===== config.mk =====
export PLATFORM = sky130hd
export DESIGN_NAME = wb_top
export DESIGN_NICKNAME = d
export VERILOG_FILES = /design/src/wb_pkg.sv /design/src/issue_ctrl.sv /design/src/inflight_queue.sv /design/src/alu_unit.sv /design/src/mul_unit.sv /design/src/write_back.sv /design/src/reg_file.sv /design/src/wb_top.sv
export SDC_FILE = /design/constraint.sdc
export NUM_CORES = 2
export LEC_CHECK = 0
export BUFFER_PORTS_ARGS = -buffer_cell sky130_fd_sc_hd__buf_2
export CORE_UTILIZATION = 30
export CTS_CLUSTER_DIAMETER = 150
export DETAILED_ROUTE_END_ITERATION = 16
export GPL_TIMING_DRIVEN = 0
export MAX_ROUTING_LAYER = met4
export SLEW_MARGIN = 20
export SYNTH_ARGS = -nofsm -noshare
export SYNTH_HDL_FRONTEND = slang
export SYNTH_SLANG_ARGS = --single-unit

===== constraint.sdc =====
create_clock -name clk -period 16.05 [get_ports clk]
set_input_delay 4.0125 -clock clk [delete_from_list [all_inputs] [get_ports clk]]
set_output_delay 4.0125 -clock clk [all_outputs]
set_load 0.01 [all_outputs]

===== src/wb_pkg.sv =====
// ****************************************
// Shared types for the tagged-issue core
// Holds the opcode and unit enums and the
// packed structs that travel between the
// issue, queue, unit and writeback blocks
// ****************************************
`default_nettype none

package wb_pkg;

    // Sequence ids wrap modulo 16
    localparam int ID_W = 4;

    // Structs are sized for the widest data path; modules use XLEN bits of it
    localparam int XLEN_MAX = 32;

    typedef enum logic [1:0] {
        OP_ADD = 2'd0,
        OP_SUB = 2'd1,
        OP_XOR = 2'd2,
        OP_MUL = 2'd3
    } op_t;

    // One bit is enough for the two peer units
    typedef enum logic {
        UNIT_ALU = 1'b0,
        UNIT_MUL = 1'b1
    } unit_t;

    // Instruction as it arrives on the four-phase port
    typedef struct packed {
        op_t                 op;
        logic [4:0]          rd_addr;
        logic [XLEN_MAX-1:0] a;
        logic [XLEN_MAX-1:0] b;
    } issue_req_t;

    // Operation handed to an execution unit together with its id
    typedef struct packed {
        op_t                 op;
        logic [ID_W-1:0]     id;
        logic [XLEN_MAX-1:0] a;
        logic [XLEN_MAX-1:0] b;
    } unit_start_t;

    // Queue entry, ten bits
    typedef struct packed {
        logic [ID_W-1:0] id;
        unit_t           unit;
        logic [4:0]      rd_addr;
    } iq_entry_t;

    // Retired instruction for the register write and the completion port
    typedef struct packed {
        logic [ID_W-1:0]     id;
        logic [4:0]          rd_addr;
        logic [XLEN_MAX-1:0] data;
    } wb_result_t;

endpackage

`default_nettype wire


===== src/issue_ctrl.sv =====
// ****************************************
// Issue controller for the four-phase port
// Accepts one instruction when its unit is
// idle and the queue has room, gives it an
// id, pushes it and starts the unit
// ****************************************
`default_nettype none

module issue_ctrl #(
    parameter int IQ_DEPTH = 4
) (
    input  logic                    clk,
    input  logic                    arst_n,
    input  logic                    issue_req,
    input  wb_pkg::issue_req_t      issue_data,
    output logic                    issue_ack,
    input  logic                    alu_busy,
    input  logic                    mul_busy,
    input  logic                    iq_full,
    output logic                    iq_push,
    output wb_pkg::iq_entry_t       iq_push_entry,
    output logic                    alu_start,
    output logic                    mul_start,
    output wb_pkg::unit_start_t     start_data
);

    typedef enum logic {
        IDLE,
        ACKED
    } port_state_t;

    port_state_t               state;
    wb_pkg::unit_t             target_unit;
    logic                      target_busy;
    logic                      accept;
    logic [wb_pkg::ID_W-1:0]   next_id;

    // Ids of queued entries must stay unique, so the queue may not outgrow the id space
    if (IQ_DEPTH > (1 << wb_pkg::ID_W)) begin : g_depth_check
        $error("Queue depth exceeds the number of distinct sequence ids");
    end

    // Only multiplies go to the multiplier
    assign target_unit = (issue_data.op == wb_pkg::OP_MUL) ? wb_pkg::UNIT_MUL : wb_pkg::UNIT_ALU;
    assign target_busy = (target_unit == wb_pkg::UNIT_MUL) ? mul_busy : alu_busy;

    // A request is taken once, in IDLE, when nothing holds it back
    assign accept = (state == IDLE) && issue_req && !target_busy && !iq_full;

    always_ff @(posedge clk or negedge arst_n) begin
        if (!arst_n) begin
            state   <= IDLE;
            next_id <= '0;
        end else begin
            case (state)
                IDLE: begin
                    if (accept) begin
                        state   <= ACKED;
                        next_id <= next_id + 1'b1;
                    end
                end
                // Wait for the source to drop its request before releasing ack
                ACKED: begin
                    if (!issue_req) begin
                        state <= IDLE;
                    end
                end
                default: state <= IDLE;
            endcase
        end
    end

    assign issue_ack = (state == ACKED);

    // Queue push and unit start are captured on the accepting edge
    assign iq_push   = accept;
    assign alu_start = accept && (target_unit == wb_pkg::UNIT_ALU);
    assign mul_start = accept && (target_unit == wb_pkg::UNIT_MUL);

    assign iq_push_entry = '{id: next_id, unit: target_unit, rd_addr: issue_data.rd_addr};
    assign start_data    = '{op: issue_data.op, id: next_id, a: issue_data.a, b: issue_data.b};

endmodule

`default_nettype wire


===== src/inflight_queue.sv =====
// ****************************************
// Age-ordered queue of issued instructions
// Position zero is the oldest. Any slot can
// be popped; younger entries shift down and
// a push lands behind the survivors
// ****************************************
`default_nettype none

module inflight_queue #(
    parameter int IQ_DEPTH = 4
) (
    input  logic                 clk,
    input  logic                 arst_n,
    input  logic                 push,
    input  wb_pkg::iq_entry_t    push_entry,
    input  logic [IQ_DEPTH-1:0]  pop,
    output logic [IQ_DEPTH-1:0]  valid,
    output wb_pkg::iq_entry_t    entries [IQ_DEPTH],
    output logic                 full
);

    logic [IQ_DEPTH-1:0] valid_shift;
    logic [IQ_DEPTH-1:0] valid_next;
    wb_pkg::iq_entry_t   entries_shift [IQ_DEPTH];
    wb_pkg::iq_entry_t   entries_next [IQ_DEPTH];
    logic                shifting;
    logic                placed;

    // Every slot at or above the popped one takes its younger neighbour
    always_comb begin
        shifting = 1'b0;
        for (int i = 0; i < IQ_DEPTH - 1; i++) begin
            shifting = shifting | pop[i];
            valid_shift[i]   = shifting ? valid[i+1] : valid[i];
            entries_shift[i] = shifting ? entries[i+1] : entries[i];
        end
        shifting = shifting | pop[IQ_DEPTH-1];
        // The top slot has nothing above it to pull in
        valid_shift[IQ_DEPTH-1]   = shifting ? 1'b0 : valid[IQ_DEPTH-1];
        entries_shift[IQ_DEPTH-1] = entries[IQ_DEPTH-1];
    end

    // Valids stay contiguous from zero, so the first free slot is the tail
    always_comb begin
        valid_next   = valid_shift;
        entries_next = entries_shift;
        placed       = 1'b0;
        for (int i = 0; i < IQ_DEPTH; i++) begin
            if (push && !placed && !valid_shift[i]) begin
                valid_next[i]   = 1'b1;
                entries_next[i] = push_entry;
                placed          = 1'b1;
            end
        end
    end

    always_ff @(posedge clk or negedge arst_n) begin
        if (!arst_n) begin
            valid <= '0;
        end else begin
            valid <= valid_next;
        end
    end

    always_ff @(posedge clk) begin
        entries <= entries_next;
    end

    assign full = &valid;

endmodule

`default_nettype wire


===== src/alu_unit.sv =====
// ****************************************
// Single-cycle ALU for add, sub and xor
// Result and done hold until writeback
// gives the accept pulse
// ****************************************
`default_nettype none

module alu_unit #(
    parameter int XLEN = 32
) (
    input  logic                 clk,
    input  logic                 arst_n,
    input  logic                 start,
    input  wb_pkg::unit_start_t  start_data,
    input  logic                 accept,
    output logic                 busy,
    output logic                 done,
    output logic [XLEN-1:0]      result
);

    logic [XLEN-1:0] op_a;
    logic [XLEN-1:0] op_b;

    assign op_a = start_data.a[XLEN-1:0];
    assign op_b = start_data.b[XLEN-1:0];

    always_ff @(posedge clk or negedge arst_n) begin
        if (!arst_n) begin
            done <= 1'b0;
        end else if (start) begin
            done <= 1'b1;
        end else if (accept) begin
            done <= 1'b0;
        end
    end

    always_ff @(posedge clk) begin
        if (start) begin
            case (start_data.op)
                wb_pkg::OP_ADD: result <= op_a + op_b;
                wb_pkg::OP_SUB: result <= op_a - op_b;
                wb_pkg::OP_XOR: result <= op_a ^ op_b;
                default:        result <= '0;
            endcase
        end
    end

    // The result is ready one edge after start, so busy and done cover the same cycles
    assign busy = done;

endmodule

`default_nettype wire


===== src/mul_unit.sv =====
// ****************************************
// Three-cycle multiplier, lower product
// Operands are latched, split into two
// partial products, then summed. done and
// the result hold until accept
// ****************************************
`default_nettype none

module mul_unit #(
    parameter int XLEN = 32
) (
    input  logic                 clk,
    input  logic                 arst_n,
    input  logic                 start,
    input  wb_pkg::unit_start_t  start_data,
    input  logic                 accept,
    output logic                 busy,
    output logic                 done,
    output logic [XLEN-1:0]      result
);

    localparam int HALF = XLEN / 2;

    logic [1:0]      steps_left;
    logic [XLEN-1:0] a_r;
    logic [XLEN-1:0] b_r;
    logic [XLEN-1:0] prod_lo;
    logic [XLEN-1:0] prod_hi;

    // Countdown from start: 2 means operands latched, 1 means partials ready
    always_ff @(posedge clk or negedge arst_n) begin
        if (!arst_n) begin
            steps_left <= 2'd0;
            busy       <= 1'b0;
            done       <= 1'b0;
        end else begin
            if (start) begin
                steps_left <= 2'd2;
                busy       <= 1'b1;
            end else if (steps_left != 2'd0) begin
                steps_left <= steps_left - 2'd1;
            end
            if (steps_left == 2'd1) begin
                done <= 1'b1;
            end else if (accept) begin
                done <= 1'b0;
                busy <= 1'b0;
            end
        end
    end

    always_ff @(posedge clk) begin
        if (start) begin
            a_r <= start_data.a[XLEN-1:0];
            b_r <= start_data.b[XLEN-1:0];
        end
        // a * b = a * b_lo + (a * b_hi) << HALF, kept to XLEN bits
        if (steps_left == 2'd2) begin
            prod_lo <= a_r * b_r[HALF-1:0];
            prod_hi <= a_r * b_r[XLEN-1:HALF];
        end
        if (steps_left == 2'd1) begin
            result <= prod_lo + (prod_hi << HALF);
        end
    end

endmodule

`default_nettype wire


===== src/write_back.sv =====
// ****************************************
// Writeback arbiter for the shared port
// Picks the oldest retirable queue entry,
// pops it, accepts its unit and presents
// the result one cycle later on the write
// port and the completion output
// ****************************************
`default_nettype none

module write_back #(
    parameter int XLEN     = 32,
    parameter int IQ_DEPTH = 4
) (
    input  logic                 clk,
    input  logic                 arst_n,
    input  logic                 inorder,
    input  logic                 suppress,
    input  logic [IQ_DEPTH-1:0]  iq_valid,
    input  wb_pkg::iq_entry_t    iq_entries [IQ_DEPTH],
    output logic [IQ_DEPTH-1:0]  iq_pop,
    input  logic                 alu_done,
    input  logic                 mul_done,
    input  logic [XLEN-1:0]      alu_result,
    input  logic [XLEN-1:0]      mul_result,
    output logic                 alu_accept,
    output logic                 mul_accept,
    output logic                 rf_we,
    output logic                 complete,
    output wb_pkg::wb_result_t   wb_out
);

    logic                    entry_done;
    logic                    scan_stop;
    logic                    sel_found;
    wb_pkg::iq_entry_t       sel_entry;
    logic [wb_pkg::ID_W-1:0] id_r;
    logic [4:0]              rd_r;
    wb_pkg::unit_t           unit_r;

    // Oldest-first scan. In order mode the oldest valid entry ends the scan
    // whether or not its unit is done, so younger entries wait behind it
    always_comb begin
        iq_pop     = '0;
        sel_found  = 1'b0;
        sel_entry  = iq_entries[0];
        scan_stop  = 1'b0;
        entry_done = 1'b0;
        for (int i = 0; i < IQ_DEPTH; i++) begin
            if (!scan_stop && iq_valid[i]) begin
                entry_done = (iq_entries[i].unit == wb_pkg::UNIT_MUL) ? mul_done : alu_done;
                if (entry_done) begin
                    iq_pop[i] = 1'b1;
                    sel_found = 1'b1;
                    sel_entry = iq_entries[i];
                end
                scan_stop = inorder || entry_done;
            end
        end
    end

    always_ff @(posedge clk or negedge arst_n) begin
        if (!arst_n) begin
            alu_accept <= 1'b0;
            mul_accept <= 1'b0;
            complete   <= 1'b0;
            rf_we      <= 1'b0;
        end else begin
            alu_accept <= sel_found && (sel_entry.unit == wb_pkg::UNIT_ALU);
            mul_accept <= sel_found && (sel_entry.unit == wb_pkg::UNIT_MUL);
            complete   <= sel_found;
            // Suppressed or x0 destinations still retire, they just skip the write
            rf_we      <= sel_found && !suppress && (sel_entry.rd_addr != 5'd0);
        end
    end

    always_ff @(posedge clk) begin
        if (sel_found) begin
            id_r   <= sel_entry.id;
            rd_r   <= sel_entry.rd_addr;
            unit_r <= sel_entry.unit;
        end
    end

    // The accepted unit keeps its result through the accept cycle,
    // so data comes straight from the unit named by unit_r
    always_comb begin
        wb_out         = '0;
        wb_out.id      = id_r;
        wb_out.rd_addr = rd_r;
        wb_out.data[XLEN-1:0] = (unit_r == wb_pkg::UNIT_MUL) ? mul_result : alu_result;
    end

endmodule

`default_nettype wire


===== src/reg_file.sv =====
// ****************************************
// Thirty-two entry register file
// One synchronous write port fed by the
// writeback arbiter, one combinational
// read port. x0 always reads zero
// ****************************************
`default_nettype none

module reg_file #(
    parameter int XLEN = 32
) (
    input  logic                 clk,
    input  logic                 arst_n,
    input  logic                 we,
    input  wb_pkg::wb_result_t   wdata_in,
    input  logic [4:0]           raddr,
    output logic [XLEN-1:0]      rdata
);

    // No storage for x0
    logic [XLEN-1:0] regs [1:31];

    always_ff @(posedge clk or negedge arst_n) begin
        if (!arst_n) begin
            for (int i = 1; i < 32; i++) begin
                regs[i] <= '0;
            end
        end else if (we && (wdata_in.rd_addr != 5'd0)) begin
            regs[wdata_in.rd_addr] <= wdata_in.data[XLEN-1:0];
        end
    end

    assign rdata = (raddr == 5'd0) ? '0 : regs[raddr];

endmodule

`default_nettype wire


===== src/wb_top.sv =====
// ****************************************
// Top of the completion stage
// Sets data width and queue depth and wires
// issue, queue, units, writeback and the
// register file together
// ****************************************
`default_nettype none

module wb_top #(
    parameter int XLEN     = 32,
    parameter int IQ_DEPTH = 4
) (
    input  logic                 clk,
    input  logic                 arst_n,
    input  logic                 issue_req,
    input  wb_pkg::issue_req_t   issue_data,
    output logic                 issue_ack,
    input  logic                 inorder,
    input  logic                 suppress,
    output logic                 complete,
    output wb_pkg::wb_result_t   wb_out,
    input  logic [4:0]           rf_raddr,
    output logic [XLEN-1:0]      rf_rdata
);

    logic                iq_push;
    wb_pkg::iq_entry_t   iq_push_entry;
    logic [IQ_DEPTH-1:0] iq_pop;
    logic [IQ_DEPTH-1:0] iq_valid;
    wb_pkg::iq_entry_t   iq_entries [IQ_DEPTH];
    logic                iq_full;
    wb_pkg::unit_start_t start_data;
    logic                alu_start;
    logic                alu_busy;
    logic                alu_done;
    logic                alu_accept;
    logic [XLEN-1:0]     alu_result;
    logic                mul_start;
    logic                mul_busy;
    logic                mul_done;
    logic                mul_accept;
    logic [XLEN-1:0]     mul_result;
    logic                rf_we;

    issue_ctrl #(.IQ_DEPTH(IQ_DEPTH)) u_issue_ctrl (
        .clk, .arst_n, .issue_req, .issue_data, .issue_ack,
        .alu_busy, .mul_busy, .iq_full, .iq_push, .iq_push_entry,
        .alu_start, .mul_start, .start_data
    );

    inflight_queue #(.IQ_DEPTH(IQ_DEPTH)) u_inflight_queue (
        .clk, .arst_n, .push(iq_push), .push_entry(iq_push_entry), .pop(iq_pop),
        .valid(iq_valid), .entries(iq_entries), .full(iq_full)
    );

    alu_unit #(.XLEN(XLEN)) u_alu_unit (
        .clk, .arst_n, .start(alu_start), .start_data, .accept(alu_accept),
        .busy(alu_busy), .done(alu_done), .result(alu_result)
    );

    mul_unit #(.XLEN(XLEN)) u_mul_unit (
        .clk, .arst_n, .start(mul_start), .start_data, .accept(mul_accept),
        .busy(mul_busy), .done(mul_done), .result(mul_result)
    );

    write_back #(.XLEN(XLEN), .IQ_DEPTH(IQ_DEPTH)) u_write_back (
        .clk, .arst_n, .inorder, .suppress, .iq_valid, .iq_entries, .iq_pop,
        .alu_done, .mul_done, .alu_result, .mul_result, .alu_accept, .mul_accept,
        .rf_we, .complete, .wb_out
    );

    reg_file #(.XLEN(XLEN)) u_reg_file (
        .clk, .arst_n, .we(rf_we), .wdata_in(wb_out), .raddr(rf_raddr), .rdata(rf_rdata)
    );

endmodule

`default_nettype wire


==> flow_summary.ini <==
[hold_path]
min_path_type = reg2reg
worst_hold_path.endpoint = u_mul_unit.result[15]
whs_path_depth = 0
min_from = u_mul_unit.prod_lo[15]

[cts]
cts_made_buffers = 134
postCtsHoldBufs = 0
cts_buffer_depth = 3
cts-root-buf = clkbuf_16
h-tree-depth = 4
cts_tree = yes
post_cts_resized = 0
postCtsSetupBuffers = 0
clkTransAtPathRegs_ps = 60
clkLatencyLatePin_ps = 820
clock-sinks = 1236

[global_route]
antenna_found_initial = 15
grt_pass1_vias = 53300
grt_pass1_wl_um = 349000
grt_max_degree = 143
grt_usage_pct = 20.3
gr-total-overflow = 0

[timing]
slew_violations = 0
timing.final.crit_period_ps = 11940
rsz0062_at_grt = false
slew_headroom_pct = 17.8
fin_ws_ps = 4110
whs_ps = 419
fin_skew_ps = 74.3
hold_viol = 0
finalSetupViolCount = 0
max_freq_ghz = 0.0838
layout_worst_path_cycle_share_pct = 74.4
tightestPinTransition_ps = 1230
tns_ps = 0

[synth]
synth_nets = 7220
yosysSeqAreaShare_pct = 45.6
synth_area_sq_um = 70300
synth_top_area_share_pct = 35.9
yosys_warnings = 0
synthArstFlopShare_pct = 81.7
synth_cell_type_count = 77
synth_largest_area_cell = dfrtp_1
ys_ff_latch = 1236
avgSynthCellArea_sq_um = 10.7
syn_inst = 6588
synth_edf_count = 226
synth_area_leaders = dfrtp_1 (36%), fa_1 (11%), edfxtp_1 (9.6%)
synth_ff_type = dfrtp_1

[floorplan]
chipHeight_um = 486
die_x_um = 486
num_io_pins = 156
coreArea_sq_um = 233000
num_rows = 177
die_area_sq_um = 236000
initial_core_util_pct = 30.2

[flow_run]
drv_cap = 0

[critical_path]
endpoint_kind = primary output
critical_path_required_ps = 12040
critPathArrivalTime_ps = 7920
startpoint_type = input pin
r2r_end = u_mul_unit.prod_lo[31]
cp_max_fo = 10
critPathKind = in2out
r2r_slack_ps = 8650
reg2reg_depth = 21
timing.rr.start = u_mul_unit.b_r[3]

[pwr]
switching_power_mw = 6.28
swShare_pct = 41.3
power.internal_mw = 8.95
power_density_nw_per_um2 = 190
cellLeakagePower_nw = 35.2
ir_worst_vdd_mv = 0.280
clkPwrFrac_pct = 20.7
seqPwrFrac_pct = 30.6
comb_power_share_pct = 48.7

[routing]
drc_errors = 0
first_pass_iters = 6
vias = 52300
wl_per_cell_um = 23.0
wl_um = 233000
vias_per_cell = 5.15
dr.first_iter.drc_count = 5218
antenna_left = 0

[outcome]
status = finished, final reports clean

[layout]
area_growth_syn_to_layout_pct = 14.0
drive_gt1_share_pct = 12.1
nNetsFinal = 7541
fill_cells = 23200
design_area_sq_um = 80200

[place]
place_ws_ps = 4160
place_congestion = 0.945
dpl-instance-area_sq_um = 75600
hpwl_um = 177000
io_buffers = 150
[final cells by class]
class                      count  area (sq um)  share of cell area [%]
clock buffer                 190          3770                    4.71
antenna                        6          15.0                  0.0187
multi-input combinational   4338         34500                    43.0
sequential                  1236         32100                    40.0
clock inverter                48           747                   0.932
inverter                     530          1990                    2.48
timing repair buffer         185          1300                    1.62
tap                         3132          3920                    4.89
buffer                       484          1880                    2.34
[worst max-delay path, stage by stage]
cell and delay [ps]:
clkbuf_1 350, buf_2 430, clkbuf_1 630, clkbuf_1 940, mux4_2 470, mux4_2 500
mux2_2 380, buf_2 170
[placed cells by master, fill, tap and decap left out, drive strengths merged, types with 6 or more instances in the layout]
cell type  netlist  routed
nor3b            8       8
nand3           20      20
a211oi          19      19
mux4           288     288
o22ai           23      23
bufinv           0       6
nor4             8       8
ha             165     165
diode            0       6
mux2            95      95
buf             41     225
and2           197     197
nand2b          12      12
a21o            27      27
nor3            29      29
clkbuf         443     634
clkinv           0      33
xnor2          140     140
nor2           612     612
a21oi          582     582
nand4            9       9
o21a            15      15
and3             8       8
a22o            33      33
a31oi            7       7
or2              7       7
o31ai            7       7
nand3b           9       9
inv            530     534
fa             386     386
nand2          904     904
o21ai          545     545
dfrtp         1010    1010
edfxtp         226     226
o21bai           7       7
mux2i           43      43
xor2            50      50
or3              8       8
nor2b           13      13
[power groups by stage]
| stage | sequential, mW | combinational [mW] | clock (mW) |
|---|---|---|---|
| floorplan | 4.57 | 5.09 | 0 |
| global placement | 4.69 | 7.24 | 0 |
| detailed placement | 4.71 | 7.40 | 0 |
| CTS | 4.66 | 7.44 | 3.20 |
| global route | 4.74 | 8.25 | 3.33 |
| finish | 4.67 | 7.42 | 3.15 |
[flip-flops by register name (all words and copies together), names as in the netlist, 4 cells and up]
signal                    cells
u_reg_file.regs             992
u_inflight_queue.entries     40
u_alu_unit.result            32
u_mul_unit.a_r               32
u_mul_unit.b_r               32
u_mul_unit.prod_lo           32
u_mul_unit.result            32
u_mul_unit.prod_hi           16
u_write_back.rd_r             5
u_inflight_queue.valid        4
u_issue_ctrl.next_id          4
u_write_back.id_r             4
[cells in the mapped netlist, types with 12 or more instances]
| cell | count |
|---|---|
| a211oi_1 | 19 |
| o22ai_1 | 23 |
| nor3_1 | 29 |
| nor2b_1 | 13 |
| nand2_1 | 904 |
| mux4_2 | 288 |
| a22o_1 | 33 |
| nand3_1 | 19 |
| a21o_1 | 27 |
| dfrtp_1 | 1010 |
| mux2_2 | 85 |
| buf_2 | 24 |
| edfxtp_1 | 226 |
| ha_1 | 165 |
| buf_1 | 14 |
| inv_1 | 530 |
| fa_1 | 386 |
| o21a_1 | 15 |
| nor2_1 | 611 |
| and2_1 | 197 |
| xor2_1 | 50 |
| clkbuf_1 | 443 |
| o21ai_0 | 540 |
| nand2b_1 | 12 |
| xnor2_1 | 140 |
| a21oi_1 | 581 |
| mux2i_1 | 43 |
[cells by family (layout without fill, tap and decap cells)]
kind of cell | after synthesis | in the layout | share of synthesized area [%]
compound gates | 1312 | 1312 | 10.1
xor+xnor | 190 | 190 | 2.37
simple gates | 1859 | 1859 | 11.2
other cells | 0 | 6 | 0
buf+inv | 1014 | 1437 | 5.48
flops | 1236 | 1236 | 45.6
mux | 426 | 426 | 11.4
fa+ha+maj | 551 | 551 | 13.9
[routing by layer]
metal | track usage, % | up-vias | wire (um)
met4 | 9.57 | 0 | 12100
li1 | - | 22700 | -
met3 | 4.35 | 513 | 19900
met5 | - | - | 0
met2 | 31.2 | 2267 | 108000
met1 | 25.5 | 26800 | 93500
[worst max path at each step]
| stage | start | end | slack, ps | cells past startpoint |
|---|---|---|---|---|
| after detailed placement | rf_raddr[1] | rf_rdata[30] | 4160 | 8 |
| final | rf_raddr[1] | rf_rdata[30] | 4110 | 8 |
| after global placement | arst_n | u_reg_file.regs[28] | -10300 | 1 |
| after CTS | rf_raddr[1] | rf_rdata[30] | 4150 | 8 |
| after floorplan | rf_raddr[1] | rf_rdata[0] | 5930 | 7 |
| after global routing | rf_raddr[1] | rf_rdata[30] | 4150 | 8 |
[through the flow]
step           util [%]  power (mW)  cells
5_1_grt            34.4        16.3  10100
2_1_floorplan         -        9.67   6588
3_3_place_gp       32.2        11.9   9870
4_1_cts            34.4        15.3  10100
6_report           34.5        15.2  10100
3_5_place_dp       32.5        12.1   9904
Power figures use the tool's default switching activity.
